==> config.mk <==
export PLATFORM = sky130hd
export DESIGN_NAME = previewer_top
export DESIGN_NICKNAME = d
export VERILOG_FILES = /design/src/previewer_pkg.sv /design/src/host_cmd_assembler.sv /design/src/crop_corner_regs.sv /design/src/pixel_capture.sv /design/src/roi_cropper.sv /design/src/pixel_fifo.sv /design/src/frame_serializer.sv /design/src/previewer_top.sv
export VERILOG_INCLUDE_DIRS = /design/src
export SDC_FILE = /design/constraint.sdc
export NUM_CORES = 1
export LEC_CHECK = 0
export ABC_AREA = 1
export BUFFER_PORTS_ARGS = -buffer_cell sky130_fd_sc_hd__buf_4
export CAP_MARGIN = 20
export CORE_UTILIZATION = 30
export CTS_CLUSTER_SIZE = 14
export DETAILED_ROUTE_END_ITERATION = 8
export GPL_ROUTABILITY_DRIVEN = 0
export PLACE_DENSITY = 0.43
export SYNTH_ARGS = -nofsm -noshare
export SYNTH_HDL_FRONTEND = slang
export SYNTH_HIERARCHICAL = 1
export SYNTH_SLANG_ARGS = --single-unit
==> constraint.sdc <==
create_clock -name clk_pll -period 3.8 [get_ports clk_pll]
set_clock_uncertainty 0.1 [all_clocks]
set_input_delay 0.76 -clock clk_pll [delete_from_list [all_inputs] [get_ports clk_pll]]
set_output_delay 0.76 -clock clk_pll [all_outputs]
set_load 0.005 [all_outputs]
==> src/previewer_macros.svh <==
`ifndef PREVIEWER_MACROS_SVH
`define PREVIEWER_MACROS_SVH

// camera frame geometry
`define PV_RAW_WIDTH   64
`define PV_RAW_HEIGHT  48

// crop window size and reset corner (x centred)
`define PV_ROI_WIDTH   16
`define PV_ROI_HEIGHT  8
`define PV_DEFAULT_X   24
`define PV_DEFAULT_Y   0

// pixel pair buffer
`define PV_FIFO_DEPTH  32

// host command stream, addr[16] then data[32], msb first
`define PV_CMD_BYTES   6
`define PV_ADDR_CROP_X 16'h0010
`define PV_ADDR_CROP_Y 16'h0011

// "BIVFRAME"
`define PV_MAGIC       64'h42_49_56_46_52_41_4D_45

`endif

==> src/previewer_pkg.sv <==
`default_nettype none
`include "previewer_macros.svh"

package previewer_pkg;

    typedef logic [9:0] coord_t;

    typedef struct packed {
        logic [15:0] addr;
        logic [31:0] data;
    } host_cmd_t;

    typedef enum logic [15:0] {
        ADDR_CROP_X = `PV_ADDR_CROP_X,
        ADDR_CROP_Y = `PV_ADDR_CROP_Y
    } cmd_addr_e;

    typedef struct packed {
        coord_t x;
        coord_t y;
    } crop_corner_t;

    // one sampled pixel pair with its position
    typedef struct packed {
        logic       valid;
        logic       sof;
        coord_t     x;
        coord_t     y;
        logic [7:0] cam0;
        logic [7:0] cam1;
    } cap_pixel_t;

    typedef struct packed {
        logic       sof;
        logic [7:0] cam0;
        logic [7:0] cam1;
    } pixel_pair_t;

    typedef enum logic [1:0] {
        SER_IDLE,
        SER_MAGIC,
        SER_CAM0,
        SER_CAM1
    } ser_state_e;

endpackage

`default_nettype wire

==> src/host_cmd_assembler.sv <==
`timescale 1ns/100ps
`default_nettype none
`include "previewer_macros.svh"

module host_cmd_assembler (
    input  wire logic                   clk_pll,
    input  wire logic                   sys_reset,
    input  wire logic [7:0]             byte_i,
    input  wire logic                   byte_valid_i,
    output previewer_pkg::host_cmd_t    cmd_o,
    output logic                        cmd_valid_o
);
    import previewer_pkg::*;

    host_cmd_t  shift_q;
    logic [2:0] cnt_q;

    // first byte ends up in the top of the word
    always_ff @(posedge clk_pll) begin
        if (byte_valid_i) begin
            shift_q <= {shift_q[39:0], byte_i};
        end
    end

    // byte counter, strobe follows the sixth byte
    always_ff @(posedge clk_pll) begin
        if (sys_reset) begin
            cnt_q       <= '0;
            cmd_valid_o <= 1'b0;
        end else begin
            cmd_valid_o <= 1'b0;
            if (byte_valid_i) begin
                if (cnt_q == 3'(`PV_CMD_BYTES - 1)) begin
                    cnt_q       <= '0;
                    cmd_valid_o <= 1'b1;
                end else begin
                    cnt_q <= cnt_q + 3'd1;
                end
            end
        end
    end

    assign cmd_o = shift_q;

endmodule

`default_nettype wire

==> src/crop_corner_regs.sv <==
`timescale 1ns/100ps
`default_nettype none
`include "previewer_macros.svh"

module crop_corner_regs (
    input  wire logic                   clk_pll,
    input  wire logic                   sys_reset,
    input  wire previewer_pkg::host_cmd_t cmd_i,
    input  wire logic                   cmd_valid_i,
    output previewer_pkg::crop_corner_t corner_o
);
    import previewer_pkg::*;

    // largest corner that keeps the window inside the frame
    localparam int MAX_X = `PV_RAW_WIDTH - `PV_ROI_WIDTH;
    localparam int MAX_Y = `PV_RAW_HEIGHT - `PV_ROI_HEIGHT;

    crop_corner_t corner_q;

    always_ff @(posedge clk_pll) begin
        if (sys_reset) begin
            corner_q.x <= coord_t'(`PV_DEFAULT_X);
            corner_q.y <= coord_t'(`PV_DEFAULT_Y);
        end else if (cmd_valid_i) begin
            case (cmd_addr_e'(cmd_i.addr))
                ADDR_CROP_X: begin
                    if (cmd_i.data <= 32'(MAX_X)) begin
                        corner_q.x <= coord_t'(cmd_i.data);
                    end
                end
                ADDR_CROP_Y: begin
                    if (cmd_i.data <= 32'(MAX_Y)) begin
                        corner_q.y <= coord_t'(cmd_i.data);
                    end
                end
                // unknown addresses fall through
                default: ;
            endcase
        end
    end

    assign corner_o = corner_q;

    corner_in_range: assert property (@(posedge clk_pll) disable iff (sys_reset)
        (corner_q.x <= coord_t'(MAX_X)) && (corner_q.y <= coord_t'(MAX_Y)));

endmodule

`default_nettype wire

==> src/pixel_capture.sv <==
`timescale 1ns/100ps
`default_nettype none

module pixel_capture (
    input  wire logic                 clk_pll,
    input  wire logic                 sys_reset,
    input  wire logic                 vsync_i,
    input  wire logic                 hsync_i,
    input  wire logic [7:0]           cam0_d_i,
    input  wire logic [7:0]           cam1_d_i,
    output previewer_pkg::cap_pixel_t pix_o
);
    import previewer_pkg::*;

    coord_t x_q;
    coord_t y_q;
    logic   hsync_q;
    logic   sof_pending_q;

    //////////////////////////////////////////////////////////////////////
    // position counters
    always_ff @(posedge clk_pll) begin
        if (sys_reset) begin
            x_q           <= '0;
            y_q           <= '0;
            hsync_q       <= 1'b0;
            sof_pending_q <= 1'b0;
        end else begin
            hsync_q <= hsync_i;
            if (vsync_i) begin
                x_q           <= '0;
                y_q           <= '0;
                sof_pending_q <= 1'b1;
            end else if (hsync_i) begin
                x_q           <= x_q + coord_t'(1);
                sof_pending_q <= 1'b0;
            end else if (hsync_q) begin
                // falling hsync, next line
                x_q <= '0;
                y_q <= y_q + coord_t'(1);
            end
        end
    end

    //////////////////////////////////////////////////////////////////////
    // sampled pixel, one cycle behind the ports
    always_ff @(posedge clk_pll) begin
        if (sys_reset) begin
            pix_o.valid <= 1'b0;
            pix_o.sof   <= 1'b0;
        end else begin
            pix_o.valid <= hsync_i;
            pix_o.sof   <= hsync_i & sof_pending_q;
        end
        pix_o.x    <= x_q;
        pix_o.y    <= y_q;
        pix_o.cam0 <= cam0_d_i;
        pix_o.cam1 <= cam1_d_i;
    end

endmodule

`default_nettype wire

==> src/roi_cropper.sv <==
`timescale 1ns/100ps
`default_nettype none
`include "previewer_macros.svh"

module roi_cropper (
    input  wire logic                     clk_pll,
    input  wire logic                     sys_reset,
    input  wire previewer_pkg::cap_pixel_t   pix_i,
    input  wire previewer_pkg::crop_corner_t corner_i,
    output previewer_pkg::pixel_pair_t    pair_o,
    output logic                          push_o
);
    import previewer_pkg::*;

    logic in_x;
    logic in_y;
    logic at_corner;
    logic armed_q;
    logic armed_now;

    assign in_x = (pix_i.x >= corner_i.x) && (pix_i.x < corner_i.x + `PV_ROI_WIDTH);
    assign in_y = (pix_i.y >= corner_i.y) && (pix_i.y < corner_i.y + `PV_ROI_HEIGHT);
    assign at_corner = (pix_i.x == corner_i.x) && (pix_i.y == corner_i.y);

    // only the first window corner after a camera frame start is marked
    assign armed_now = armed_q | pix_i.sof;

    always_ff @(posedge clk_pll) begin
        if (sys_reset) begin
            push_o  <= 1'b0;
            armed_q <= 1'b0;
        end else begin
            push_o <= pix_i.valid && in_x && in_y;
            if (pix_i.valid && at_corner && armed_now) begin
                armed_q <= 1'b0;
            end else begin
                armed_q <= armed_now;
            end
        end
    end

    always_ff @(posedge clk_pll) begin
        pair_o.sof  <= pix_i.valid && at_corner && armed_now;
        pair_o.cam0 <= pix_i.cam0;
        pair_o.cam1 <= pix_i.cam1;
    end

endmodule

`default_nettype wire

==> src/pixel_fifo.sv <==
`timescale 1ns/100ps
`default_nettype none

module pixel_fifo #(
    parameter int DEPTH = 32
) (
    input  wire logic                      clk_pll,
    input  wire logic                      sys_reset,
    input  wire logic                      push_i,
    input  wire previewer_pkg::pixel_pair_t pair_i,
    input  wire logic                      pop_i,
    output previewer_pkg::pixel_pair_t     pair_o,
    output logic                           not_empty_o,
    output logic                           overflow_o
);
    import previewer_pkg::*;

    localparam int AW = $clog2(DEPTH);

    pixel_pair_t   mem [DEPTH];
    logic [AW-1:0] wr_ptr_q;
    logic [AW-1:0] rd_ptr_q;
    logic [AW:0]   count_q;
    logic          full;
    logic          do_push;
    logic          do_pop;

    if ((DEPTH & (DEPTH - 1)) != 0) begin : g_depth_check
        $error("pixel_fifo DEPTH must be a power of two");
    end

    // count reaches DEPTH only when full
    assign full        = count_q[AW];
    assign not_empty_o = |count_q;
    assign do_push     = push_i && !full;
    assign do_pop      = pop_i && not_empty_o;
    assign pair_o      = mem[rd_ptr_q];

    always_ff @(posedge clk_pll) begin
        if (do_push) begin
            mem[wr_ptr_q] <= pair_i;
        end
    end

    always_ff @(posedge clk_pll) begin
        if (sys_reset) begin
            wr_ptr_q   <= '0;
            rd_ptr_q   <= '0;
            count_q    <= '0;
            overflow_o <= 1'b0;
        end else begin
            if (do_push) begin
                wr_ptr_q <= wr_ptr_q + 1'b1;
            end
            if (do_pop) begin
                rd_ptr_q <= rd_ptr_q + 1'b1;
            end
            case ({do_push, do_pop})
                2'b10:   count_q <= count_q + 1'b1;
                2'b01:   count_q <= count_q - 1'b1;
                default: count_q <= count_q;
            endcase
            // sticky until reset
            if (push_i && full) begin
                overflow_o <= 1'b1;
            end
        end
    end

    no_pop_when_empty: assert property (@(posedge clk_pll) disable iff (sys_reset)
        pop_i |-> not_empty_o);

endmodule

`default_nettype wire

==> src/frame_serializer.sv <==
`timescale 1ns/100ps
`default_nettype none
`include "previewer_macros.svh"

module frame_serializer (
    input  wire logic                       clk_pll,
    input  wire logic                       sys_reset,
    input  wire previewer_pkg::pixel_pair_t pair_i,
    input  wire logic                       not_empty_i,
    output logic                            pop_o,
    input  wire logic                       host_full_i,
    output logic [7:0]                      byte_o,
    output logic                            byte_valid_o
);
    import previewer_pkg::*;

    localparam logic [63:0] MAGIC = `PV_MAGIC;

    ser_state_e state_q;
    ser_state_e state_d;
    logic [2:0] idx_q;
    logic [2:0] idx_d;
    // magic already sent for the frame-start pair at the head
    logic       hdr_done_q;
    logic       hdr_done_d;

    //////////////////////////////////////////////////////////////////////
    // next state and byte out, everything holds while host is full
    always_comb begin
        state_d      = state_q;
        idx_d        = idx_q;
        hdr_done_d   = hdr_done_q;
        byte_o       = '0;
        byte_valid_o = 1'b0;
        pop_o        = 1'b0;
        if (!host_full_i) begin
            case (state_q)
                SER_IDLE: begin
                    if (not_empty_i) begin
                        if (pair_i.sof) begin
                            state_d = SER_MAGIC;
                            idx_d   = '0;
                        end else begin
                            // no frame yet, discard
                            pop_o = 1'b1;
                        end
                    end
                end
                SER_MAGIC: begin
                    byte_o       = MAGIC[8*(7 - idx_q) +: 8];
                    byte_valid_o = 1'b1;
                    idx_d        = idx_q + 3'd1;
                    if (idx_q == 3'd7) begin
                        state_d    = SER_CAM0;
                        hdr_done_d = 1'b1;
                    end
                end
                SER_CAM0: begin
                    if (not_empty_i) begin
                        if (pair_i.sof && !hdr_done_q) begin
                            state_d = SER_MAGIC;
                            idx_d   = '0;
                        end else begin
                            byte_o       = pair_i.cam0;
                            byte_valid_o = 1'b1;
                            state_d      = SER_CAM1;
                        end
                    end
                end
                SER_CAM1: begin
                    byte_o       = pair_i.cam1;
                    byte_valid_o = 1'b1;
                    pop_o        = 1'b1;
                    hdr_done_d   = 1'b0;
                    state_d      = SER_CAM0;
                end
                default: state_d = SER_IDLE;
            endcase
        end
    end

    always_ff @(posedge clk_pll) begin
        if (sys_reset) begin
            state_q    <= SER_IDLE;
            idx_q      <= '0;
            hdr_done_q <= 1'b0;
        end else begin
            state_q    <= state_d;
            idx_q      <= idx_d;
            hdr_done_q <= hdr_done_d;
        end
    end

    no_byte_when_full: assert property (@(posedge clk_pll) disable iff (sys_reset)
        host_full_i |-> !byte_valid_o);

endmodule

`default_nettype wire

==> src/previewer_top.sv <==
`timescale 1ns/100ps
`default_nettype none
`include "previewer_macros.svh"

module previewer_top (
    input  wire logic       clk_pll,
    input  wire logic       sys_reset,
    // cameras, synchronous to clk_pll
    input  wire logic       vsync_i,
    input  wire logic       hsync_i,
    input  wire logic [7:0] cam0_d_i,
    input  wire logic [7:0] cam1_d_i,
    // host byte streams
    input  wire logic [7:0] host_byte_i,
    input  wire logic       host_valid_i,
    input  wire logic       host_full_i,
    output logic [7:0]      tx_byte_o,
    output logic            tx_valid_o,
    output logic            overflow_o
);
    import previewer_pkg::*;

    //////////////////////////////////////////////////////////////////////
    // host command path
    host_cmd_t    cmd;
    logic         cmd_valid;
    crop_corner_t corner;

    host_cmd_assembler u_cmd_asm (
        .clk_pll     (clk_pll),
        .sys_reset   (sys_reset),
        .byte_i      (host_byte_i),
        .byte_valid_i(host_valid_i),
        .cmd_o       (cmd),
        .cmd_valid_o (cmd_valid)
    );

    crop_corner_regs u_corner (
        .clk_pll    (clk_pll),
        .sys_reset  (sys_reset),
        .cmd_i      (cmd),
        .cmd_valid_i(cmd_valid),
        .corner_o   (corner)
    );

    //////////////////////////////////////////////////////////////////////
    // capture and crop
    cap_pixel_t  cap_pix;
    pixel_pair_t crop_pair;
    logic        crop_push;

    pixel_capture u_capture (
        .clk_pll  (clk_pll),
        .sys_reset(sys_reset),
        .vsync_i  (vsync_i),
        .hsync_i  (hsync_i),
        .cam0_d_i (cam0_d_i),
        .cam1_d_i (cam1_d_i),
        .pix_o    (cap_pix)
    );

    roi_cropper u_cropper (
        .clk_pll  (clk_pll),
        .sys_reset(sys_reset),
        .pix_i    (cap_pix),
        .corner_i (corner),
        .pair_o   (crop_pair),
        .push_o   (crop_push)
    );

    //////////////////////////////////////////////////////////////////////
    // buffering and byte output
    pixel_pair_t head_pair;
    logic        fifo_not_empty;
    logic        ser_pop;

    pixel_fifo #(
        .DEPTH(`PV_FIFO_DEPTH)
    ) u_fifo (
        .clk_pll    (clk_pll),
        .sys_reset  (sys_reset),
        .push_i     (crop_push),
        .pair_i     (crop_pair),
        .pop_i      (ser_pop),
        .pair_o     (head_pair),
        .not_empty_o(fifo_not_empty),
        .overflow_o (overflow_o)
    );

    frame_serializer u_serializer (
        .clk_pll     (clk_pll),
        .sys_reset   (sys_reset),
        .pair_i      (head_pair),
        .not_empty_i (fifo_not_empty),
        .pop_o       (ser_pop),
        .host_full_i (host_full_i),
        .byte_o      (tx_byte_o),
        .byte_valid_o(tx_valid_o)
    );

endmodule

`default_nettype wire

Word-level counts from Yosys, hierarchy flattened
Memories as Yosys holds them, arrays and structs flattened. A register that Yosys moved wholly into a read port is not among the register bits.
Cells that the tools add are included.
Widths: inputs -> output; s select.
{ "op_classes": {"add_sub_neg": 11, "n_lt_le_gt_ge": 6, "eq_ne": 16, "shifts": 1, "n_mux": 36, "bitwise_logic": 5, "reduce_logical": 30} }
{ "op_table": {"columns": ["cell", "count"], "rows": [
  ["$le 32x6->1 const B", 2],
  ["$lt 10x32->1", 2],
  ["$shiftx 64x33->8 const A", 1],
  ["$eq 16x5->1 const B", 2],
  ["$mux 8", 3],
  ["$pmux 8 s3", 1],
  ["$add 10x1->10 const B", 2],
  ["$eq 10x10->1", 2],
  ["$ge 10x10->1", 2],
  ["$mux 10", 2],
  ["$mux 3", 5],
  ["$mux 1", 12],
  ["$pmux 6 s2", 1],
  ["$add 10x4->11 const B", 1],
  ["$add 10x5->11 const B", 1],
  ["$logic_and 1x1->1", 11],
  ["$add 5x1->5 const B", 2],
  ["$mux 2", 5],
  ["$mux 5", 2],
  ["$pmux 3 s3", 1],
  ["$reduce_and 3->1", 3],
  ["$pmux 2 s4", 1],
  ["$reduce_bool 2->1", 4],
  ["$reduce_or 2->1", 4],
  ["other kinds (20)", 33]
]} }
{ "totals": {"regBits": 173, "ramBits": 544, "out_inout_bits": 10, "wordCells": 133, "memories": 1} }
{ "memory_table": {"columns": ["name", "words", "width", "rd", "rd_clocked_by_memory_dff", "write_ports", "line_no", "rtl"], "rows": [
  ["u_fifo.mem", 32, 17, 1, 1, 1, "pixel_fifo.sv:20", "pixel_pair_t mem [DEPTH];"]
]} }

Depth between registers and ports, before layout
Gate-level depths: netlist of run 1.
{ "logic_depth": {"depth_word": 7, "mapped_depth": 32, "mapped_depth_nobuf": 29} }

By module
Netlist of run 1, hierarchy kept.
{ "modules_own_cells": {"columns": ["module", "n_inst", "cells_each", "area_per_inst_um2", "seq_area_each_um2"], "rows": [
  ["pixel_fifo", 1, 1969, 22947.0, 16776.1],
  ["pixel_capture", 1, 191, 1831.8, 1181.1],
  ["host_cmd_assembler", 1, 69, 1589.0, 1521.5],
  ["roi_cropper", 1, 205, 1535.2, 380.4],
  ["crop_corner_regs", 1, 157, 1007.2, 400.4],
  ["frame_serializer", 1, 127, 735.7, 120.1]
]} }

Worst setup path after synthesis of run 1
OpenSTA, ideal clock, no wires.
{ "synth_timing": {"path_kind": "register to register", "start": "register (tool-made name)", "end": "register u_fifo.count_q[4]", "setup_time_ps": 109, "arrival_time_ps": 3044, "required_ps": 3591, "setup_slack_ps": 547, "stages_incl_launch_ff": 29, "period_less_slack_ps": 3253, "path_cell_list": "dfxtp_1 inv_2 buf_2 clkbuf_1 nand3_1 nand2_1 a21oi_1 o31ai_1 a21oi_1 inv_1 nand2_2 o21ai_0 nand2_1 nor2_1 nand2_1 inv_1 ha_1 buf_2 nand2_1 nand2_1 inv_1 ha_1 o21bai_1 nand2_1 nand2_1 nand2_1 nand3_1 nand2_1 inv_1"} }
{ "synth_rtl": {"columns": ["element", "line_no", "rtl"], "rows": [
  ["end signal, assigned", "pixel_fifo.sv:59", "2'b10: count_q <= count_q + 1'b1;"],
  ["end signal, assigned", "pixel_fifo.sv:60", "2'b01: count_q <= count_q - 1'b1;"],
  ["end signal, assigned", "pixel_fifo.sv:61", "default: count_q <= count_q;"],
  ["end, declared", "pixel_fifo.sv:23", "logic [AW:0] count_q;"]
]} }

==> metrics.cfg, run 1 <==
[sta]
slew_headroom_pct=39.6
maxSlewViolCount=0
hold_viol_final=0
setup_viol=0
fin_crit_ps=3760
period_share_pct=98.9
fmaxAchievable_mhz=266
worst_pin_slew_ps=906
rsz0062_at_grt=yes

[placed_design]
dp_hpwl_um=51000
port_buffers=39
dpl.cell_count=3991

[grt]
grt_max_degree=70
grt_pass1_wl_um=129000
grt_usage_pct=17.4
grt_overflow_total=0
grt_pass1_vias=20100
antenna_found_initial=3

[clock_tree]
insertion_delay_ps=650
cts_tree=built
cts_buffers=78
cts_max_path_buffers=3
htreeDepth=3
clock-sinks=722
cts_root_buffer=clkbuf_16
clk_pin_slew_ps=60

[worst_setup_path]
worstSetupPathType=reg2out
regToRegEndpoint=u_fifo/count_q[4]
startpoint_type=flip-flop
ff2ff_setup_slack_ps=350
critical_path_arrival_ps=2900
end_kind=primary output
crit_chain=buf_12 > buf_6 > buf_12 > clkbuf_16 > nand2_1 > nand3_1 > nand3_1 > nand2_1 > nand2_1 > nand2_2 > nor2_1 > a21oi_2 > a21oi_2 > nor2_2 > buf_4
crit_slowest_cell=dfxtp_4
cpPeakStageDelay_ps=380
required_ps=2940
crit_path_frequent_cell=nand2_1
reg2reg_depth=30
critPathMaxFanout=8

[die]
die_y_um=316
io_pins=40
dieArea_mm2=0.100
core-area_mm2=0.0973
dieWidth_um=316
placementRows=114
start_util_pct=30.5

[layout]
final_common_cell=nand2_1
final_cell_mix=nand2_1 (766), edfxtp_1 (592), nand3_1 (369)
area_growth_pct=22.7
nNetsFinal=2943
register_area_mm2=0.0204
drive_gt1_share_pct=18.4
final_cells=4202
multi_input_area_mm2=0.00883
nFillCells=9536
fin_util_pct=37.4

[pwr]
p_leak_nw=13.4
clockPowerShare_pct=46.4
vdd_drop_max_v=0.000343
p_int_w=0.0131
p_comb_share_pct=1.1
power_w=0.0166
power_switching_w=0.00344
switching_share_pct=20.7
p_per_area_mw_per_mm2=456
p_seq_share_pct=52.5

[synth]
syn_nets=2803
synth.area.top_cells=edfxtp_1 (60%), nand2_1 (10%), dfxtp_1 (8.8%)
netlist.area_leader.share_pct=60.0
synth_area_leader_cell=edfxtp_1
synthCells=2718
avgSynthCellArea_um2=10.9
seq_area_frac_synth_pct=68.7
ys_types=45
ys_warn_count=6
synth_seq_cells=722
synthesis.area_mm2=0.0296

[hold_path]
worstHoldStart=cam1_d_i[2]
hold_path_class=in2reg
holdPathStages=1
hold_end=u_capture/pix_o[2]

[job]
cap_viol_max_count=0

[detailed_routing]
detail-route-antenna-nets=0
via_per_inst=4.84
dr.pass1.iters=7
drc=0
drt-initial-drc-count=1481
wl_um=89600
post_drt_wl_per_cell_um=21.3
num_vias=20300

[run_status]
outcome=finished clean

## metrics by stage
step / cell area [um^2] / TNS, ps / hold slack, ps / worst slack (ps)
after detailed placement: 31800 / 0 / 217 / 280
after floorplan: 29600 / 0 / 210 / 547
final: 36400 / 0 / 121 / 42.8
after global placement: 31800 / 0 / 210 / 293
after CTS: 35200 / -11.1 / 76.2 / -11.1
after global routing: 36400 / -54.9 / 92.3 / -23.1
## sequential cells by signal, indices dropped and copies added, names as in the netlist, 2 cells and up, named ones only
name,cells
u_fifo/count_q,6
u_fifo/rd_ptr_q,5
u_capture/y_q,10
u_serializer/idx_q,3
u_fifo/mem,544
u_cmd_asm/cnt_q,3
u_corner/corner_o,20
u_capture/x_q,10
u_capture/pix_o,38
u_cropper/pair_o,17
u_serializer/state_q,2
u_fifo/wr_ptr_q,5
u_cmd_asm/cmd_o,48
## metal layers
layer  global-route usage, %  wire length, um  part of all wire, %
met1                    23.0            39300                   44
met2                    29.1            43700                   49
met3                    2.69             4440                  5.0
met4                    5.82             2230                  2.5
met5                       0                0                    0
## layout make-up
class	count	area share (%)
tap	1276	4.39
multi-input combinational	1728	24.3
clock inverter	47	1.39
timing repair buffer	186	6.41
inverter	140	1.58
timing repair inverter	2	0.0757
clock buffer	98	5.75
sequential	722	56.1
antenna	3	0.0206
## power groups by stage
stage	logic (W)	clock network (W)	registers [W]
2_1_floorplan	0.0000662	0	0.00884
3_3_place_gp	0.000165	0	0.00888
3_5_place_dp	0.000176	0	0.00887
4_1_cts	0.000177	0.00790	0.00870
5_1_grt	0.000196	0.00819	0.00871
6_report	0.000177	0.00770	0.00870
## cell families (layout without fill, tap and decap cells)
| logic type | count (synthesis) | after routing | synth area share (%) |
|---|---|---|---|
| fa+ha+maj | 55 | 55 | 2.32 |
| other cells | 0 | 3 | 0 |
| compound gates | 208 | 208 | 3.78 |
| simple gates | 1451 | 1451 | 20.7 |
| xor+xnor | 14 | 14 | 0.414 |
| flops | 722 | 722 | 68.7 |
| buf+inv | 268 | 473 | 4.00 |
## worst max-delay path: cells and delay by family (launching register included)
kind	cells	cell delay, ps
AOI/OAI and AO/OA	2	270
buffers and inverters	5	740
DFF	1	380
and+or+nand+nor	8	820
## cell usage after synthesis, drive strengths merged
cell type,count
nand2,828
edfxtp,592
nand3,399
nor2,193
a21oi,147
inv,139
dfxtp,130
buf,95
ha,55
clkbuf,33
o21ai,29
o31ai,17
nor3,15
xor2,8
nand4,6
xnor2,6
nand3b,4
nor3b,3
o21a,3
o21bai,3
a21o,2
a22oi,2
a211oi,1
a21boi,1
a31oi,1
a32oi,1
clkinv,1
nor4,1
o22ai,1
or2,1
or3,1
## worst max-delay path by stage
stage                         start           endpoint  cells past startpoint
final                     flip-flop       tx_byte_o[3]                     15
after global routing      flip-flop       tx_byte_o[3]                     16
after CTS                 flip-flop       tx_byte_o[6]                     14
after detailed placement  flip-flop       tx_byte_o[2]                     14
after global placement    flip-flop  u_fifo/count_q[4]                     29
after floorplan           flip-flop  u_fifo/count_q[4]                     28
## timing repair
| item | in CTS | in global routing |
|---|---|---|
| setup endpoints to repair | 8 | 9 |
| resized for setup | 67 | 163 |
| pin swaps | 9 | 51 |
| hold endpoints to repair | 0 | 0 |
| setup buffers | 13 | 22 |
| gates cloned | 11 | 19 |
| hold buffers | 0 | 0 |
(Power assumes the default switching activity.)
==> run 2, diff against run 1 <==
--- a/config.mk
+++ b/config.mk
@@ -6,7 +6,6 @@
 export SDC_FILE = /design/constraint.sdc
 export NUM_CORES = 1
 export LEC_CHECK = 0
-export ABC_AREA = 1
 export BUFFER_PORTS_ARGS = -buffer_cell sky130_fd_sc_hd__buf_4
 export CAP_MARGIN = 20
 export CORE_UTILIZATION = 30
==> metrics.cfg, run 2 <==
[run_status]
outcome=finished, violations left
violations=design-rule violations, negative setup slack

[detailed_routing]
met3_length_um=4210  ; -5.1%
drt-initial-drc-count=1160  ; -22%
route.met2.wl_um=36700  ; -16%
post_drt_wl_per_cell_um=23.9  ; +12%
top_layer=met5
via_per_inst=4.87  ; +0.67%
num_vias=15600  ; -23%
drc=1  ; +1
wl_um=76500  ; -15%
met1Wirelength_um=33800  ; -14%
detail-route-antenna-nets=0  ; unchanged
dr.pass1.iters=7  ; unchanged

[clock_tree]
htreeDepth=3  ; unchanged
cts_hold_buf=0  ; unchanged
cts_max_path_buffers=3  ; unchanged
clock-sinks=722  ; unchanged
cts_tree=built
insertion_delay_ps=640  ; about the same
cts_root_buffer=clkbuf_16
cts_buffers=83  ; +6.4%
clk_pin_slew_ps=60  ; about the same

[sta]
rsz0062_at_grt=yes
hold_viol_final=0  ; unchanged
maxSlewViolCount=0  ; unchanged
fmaxAchievable_mhz=241  ; -9.3%
fin_ws_ps=-343  ; -385 ps
slew_headroom_pct=33.9  ; -5.7 points
worst_pin_slew_ps=990  ; +84.4 ps
fin_crit_ps=4140  ; +385 ps
setup_viol=9  ; +9
period_share_pct=109  ; +10 points

[synth]
synth.area.top_cells=edfxtp_1 (63%), dfxtp_1 (9.2%), mux2i_1 (5.5%)
synthesis.area_mm2=0.0282  ; -4.8%
yosys.area_share.simple_pct=6.42  ; -14 points
synthAdderAreaFrac_pct=2.44  ; +0.12 points
synth_xor_area_share_pct=0.776  ; +0.36 points
yosysMostFrequentCell=edfxtp_1
seq_area_frac_synth_pct=72.2  ; +3.4 points
synth.area.mux_share_pct=11.1  ; +11 points
synth_common_cells=edfxtp_1 (592), mux2i_1 (154), dfxtp_1 (130)
synth_top_family_by_area=multiplexers
synth_seq_cells=722  ; unchanged
synthArstFlopShare_pct=0  ; unchanged
ys.flop_type=edfxtp_1
avgSynthCellArea_um2=16.9  ; +55%
synth_compound_area_share_pct=5.32  ; +1.5 points
synthCells=1670  ; -39%
netlist.area_leader.share_pct=63.0  ; +3.0 points
syn_nets=1755  ; -37%
ys_warn_count=6  ; unchanged
synth_area_leader_cell=edfxtp_1
synth-edff-count=592  ; unchanged
ys_types=80  ; +78%

[worst_setup_path]
crit_chain=buf_12 > buf_16 > buf_12 > buf_6 > mux4_2 > a22oi_2 > nand4_1 > a221oi_2 > nor2_1 > buf_4
reg2reg_depth=18  ; -40%
cpPeakStageDelay_ps=490  ; +110 ps
ff2ff_setup_slack_ps=70  ; -280 ps
startpoint_type=flip-flop
worstSetupPathType=reg2out
crit_slowest_cell=mux4_2
regToRegEndpoint=u_fifo/count_q[4]
end_kind=primary output
required_ps=2940  ; about the same
crit_path_frequent_cell=buf_12
critical_path_arrival_ps=3280  ; +380 ps
critPathMaxFanout=6  ; -2

[layout]
diodes=0  ; -3
final_common_cell=edfxtp_1
largest_reg_flops=544  ; unchanged
area_growth_pct=21.6
drive_gt1_share_pct=24.8  ; +6.5 points
multi_input_area_mm2=0.00762  ; -14%
nFillCells=8822  ; -7.5%
nNetsFinal=1963  ; -33%
final_cell_mix=edfxtp_1 (592), buf_4 (177), mux2i_1 (154)
fin_util_pct=36.8  ; -0.60 points
register_area_mm2=0.0204  ; about the same
top_register=u_fifo/mem

[die]
core-area_mm2=0.0933  ; -4.1%
start_util_pct=30.3  ; -0.22 points
dieWidth_um=309  ; -2.4%
io_pins=40  ; unchanged
die_y_um=309  ; -2.4%
dieArea_mm2=0.0953  ; -4.7%
placementRows=112  ; -1.8%

[placed_design]
port_buffers=39  ; unchanged
pre_cts_slack_ps=20.3  ; -260 ps
dp_hpwl_um=47800  ; -6.4%

[grt]
grt_pass1_vias=16000  ; -20%
grt_usage_pct=16.2  ; -1.2 points
grt_overflow_total=0  ; unchanged
grt_max_degree=55  ; -21%
antenna_found_initial=5  ; +2
grt_pass1_wl_um=110000  ; -14%

[pwr]
p_leak_nw=11.3  ; -16%
p_per_area_mw_per_mm2=492  ; +7.9%
power_w=0.0169  ; +1.8%
vdd_drop_max_v=0.000296  ; -14%

[hold_path]
worstHoldStart=cam1_d_i[0]
hold_path_class=in2reg
hold_end=u_capture/pix_o[0]
holdPathStages=1  ; unchanged

[job]
cap_viol_max_count=0  ; unchanged

## run 2: cell types whose count changed in the layout (fill, tap and decap cells not counted), sizes merged, moves of 68 or more
| cell | previous run | this run |
|---|---|---|
| nor2 | 193 | 89 |
| nand3 | 399 | 54 |
| mux4 | 0 | 68 |
| a21oi | 147 | 32 |
| a22oi | 2 | 107 |
| inv | 143 | 38 |
| mux2i | 0 | 154 |
| nand2 | 828 | 26 |
## run 2: power breakdown
group / internal, W / switching [W] / total [W]
registers: 0.00861 / 0.0000658 / 0.00867
clock network: 0.00481 / 0.00322 / 0.00803
logic: 0.0000473 / 0.000127 / 0.000174
## run 2: worst max-delay path by stage
stage                         start                end  slack (ps)
after floorplan           flip-flop  u_fifo/count_q[4]         0.2
after global placement    flip-flop       tx_byte_o[3]          -2
after detailed placement  flip-flop       tx_byte_o[3]          20
after CTS                 flip-flop       tx_byte_o[4]        -330
after global routing      flip-flop       tx_byte_o[6]        -380
final                     flip-flop       tx_byte_o[0]        -340
## run 2: what timing repair did
item | in CTS | in global routing
resized for setup | 40 | 26
cloned | 3 | 1
hold endpoints to repair | 0 | 0
setup endpoints to repair | 10 | 13
setup buffers | 11 | 15
pin swaps | 21 | 22
## run 2: worst max-delay path: cells and delay by family, from the launching register on
| kind | cells | cell delay, ps |
|---|---|---|
| AOI/OAI and AO/OA | 2 | 760 |
| buffers and inverters | 5 | 670 |
| muxes | 1 | 490 |
| DFF | 1 | 390 |
| and+or+nand+nor | 2 | 320 |
## run 2: cell families (layout without fill, tap and decap cells)
logic type      Yosys count  count (layout)
buf+inv                 118             396
flops                   722             722
xor+xnor                 25              25
simple gates            316             316
mux                     227             227
fa+ha+maj                55              55
compound gates          207             207
## run 2: metrics by stage
| step | hold slack [ps] | TNS (ps) | instance area [um^2] | instances |
|---|---|---|---|---|
| floorplan | 210 | 0 | 28300 | 1670 |
| global placement | 212 | -2.24 | 31000 | 3024 |
| detailed placement | 212 | 0 | 31000 | 3024 |
| CTS | 68.7 | -2380 | 34100 | 3190 |
| global route | 86.5 | -3040 | 34300 | 3202 |
| finish | 118 | -2000 | 34300 | 3202 |
## run 2: area by class of cell
class | instances | area share (%)
multi-input cells | 830 | 22.2
inverters | 37 | 0.405
flip-flops and latches | 722 | 59.4
repair buffers | 204 | 5.41
clock buffers | 115 | 6.75
well taps | 1254 | 4.57
clock inverters | 40 | 1.23
## run 2: per-layer routing
metal,up-vias,GRT usage [%]
li1,7045,-
met5,-,0
met1,8089,21.4
met3,112,3.54
met2,349,26.6
met4,2,5.01
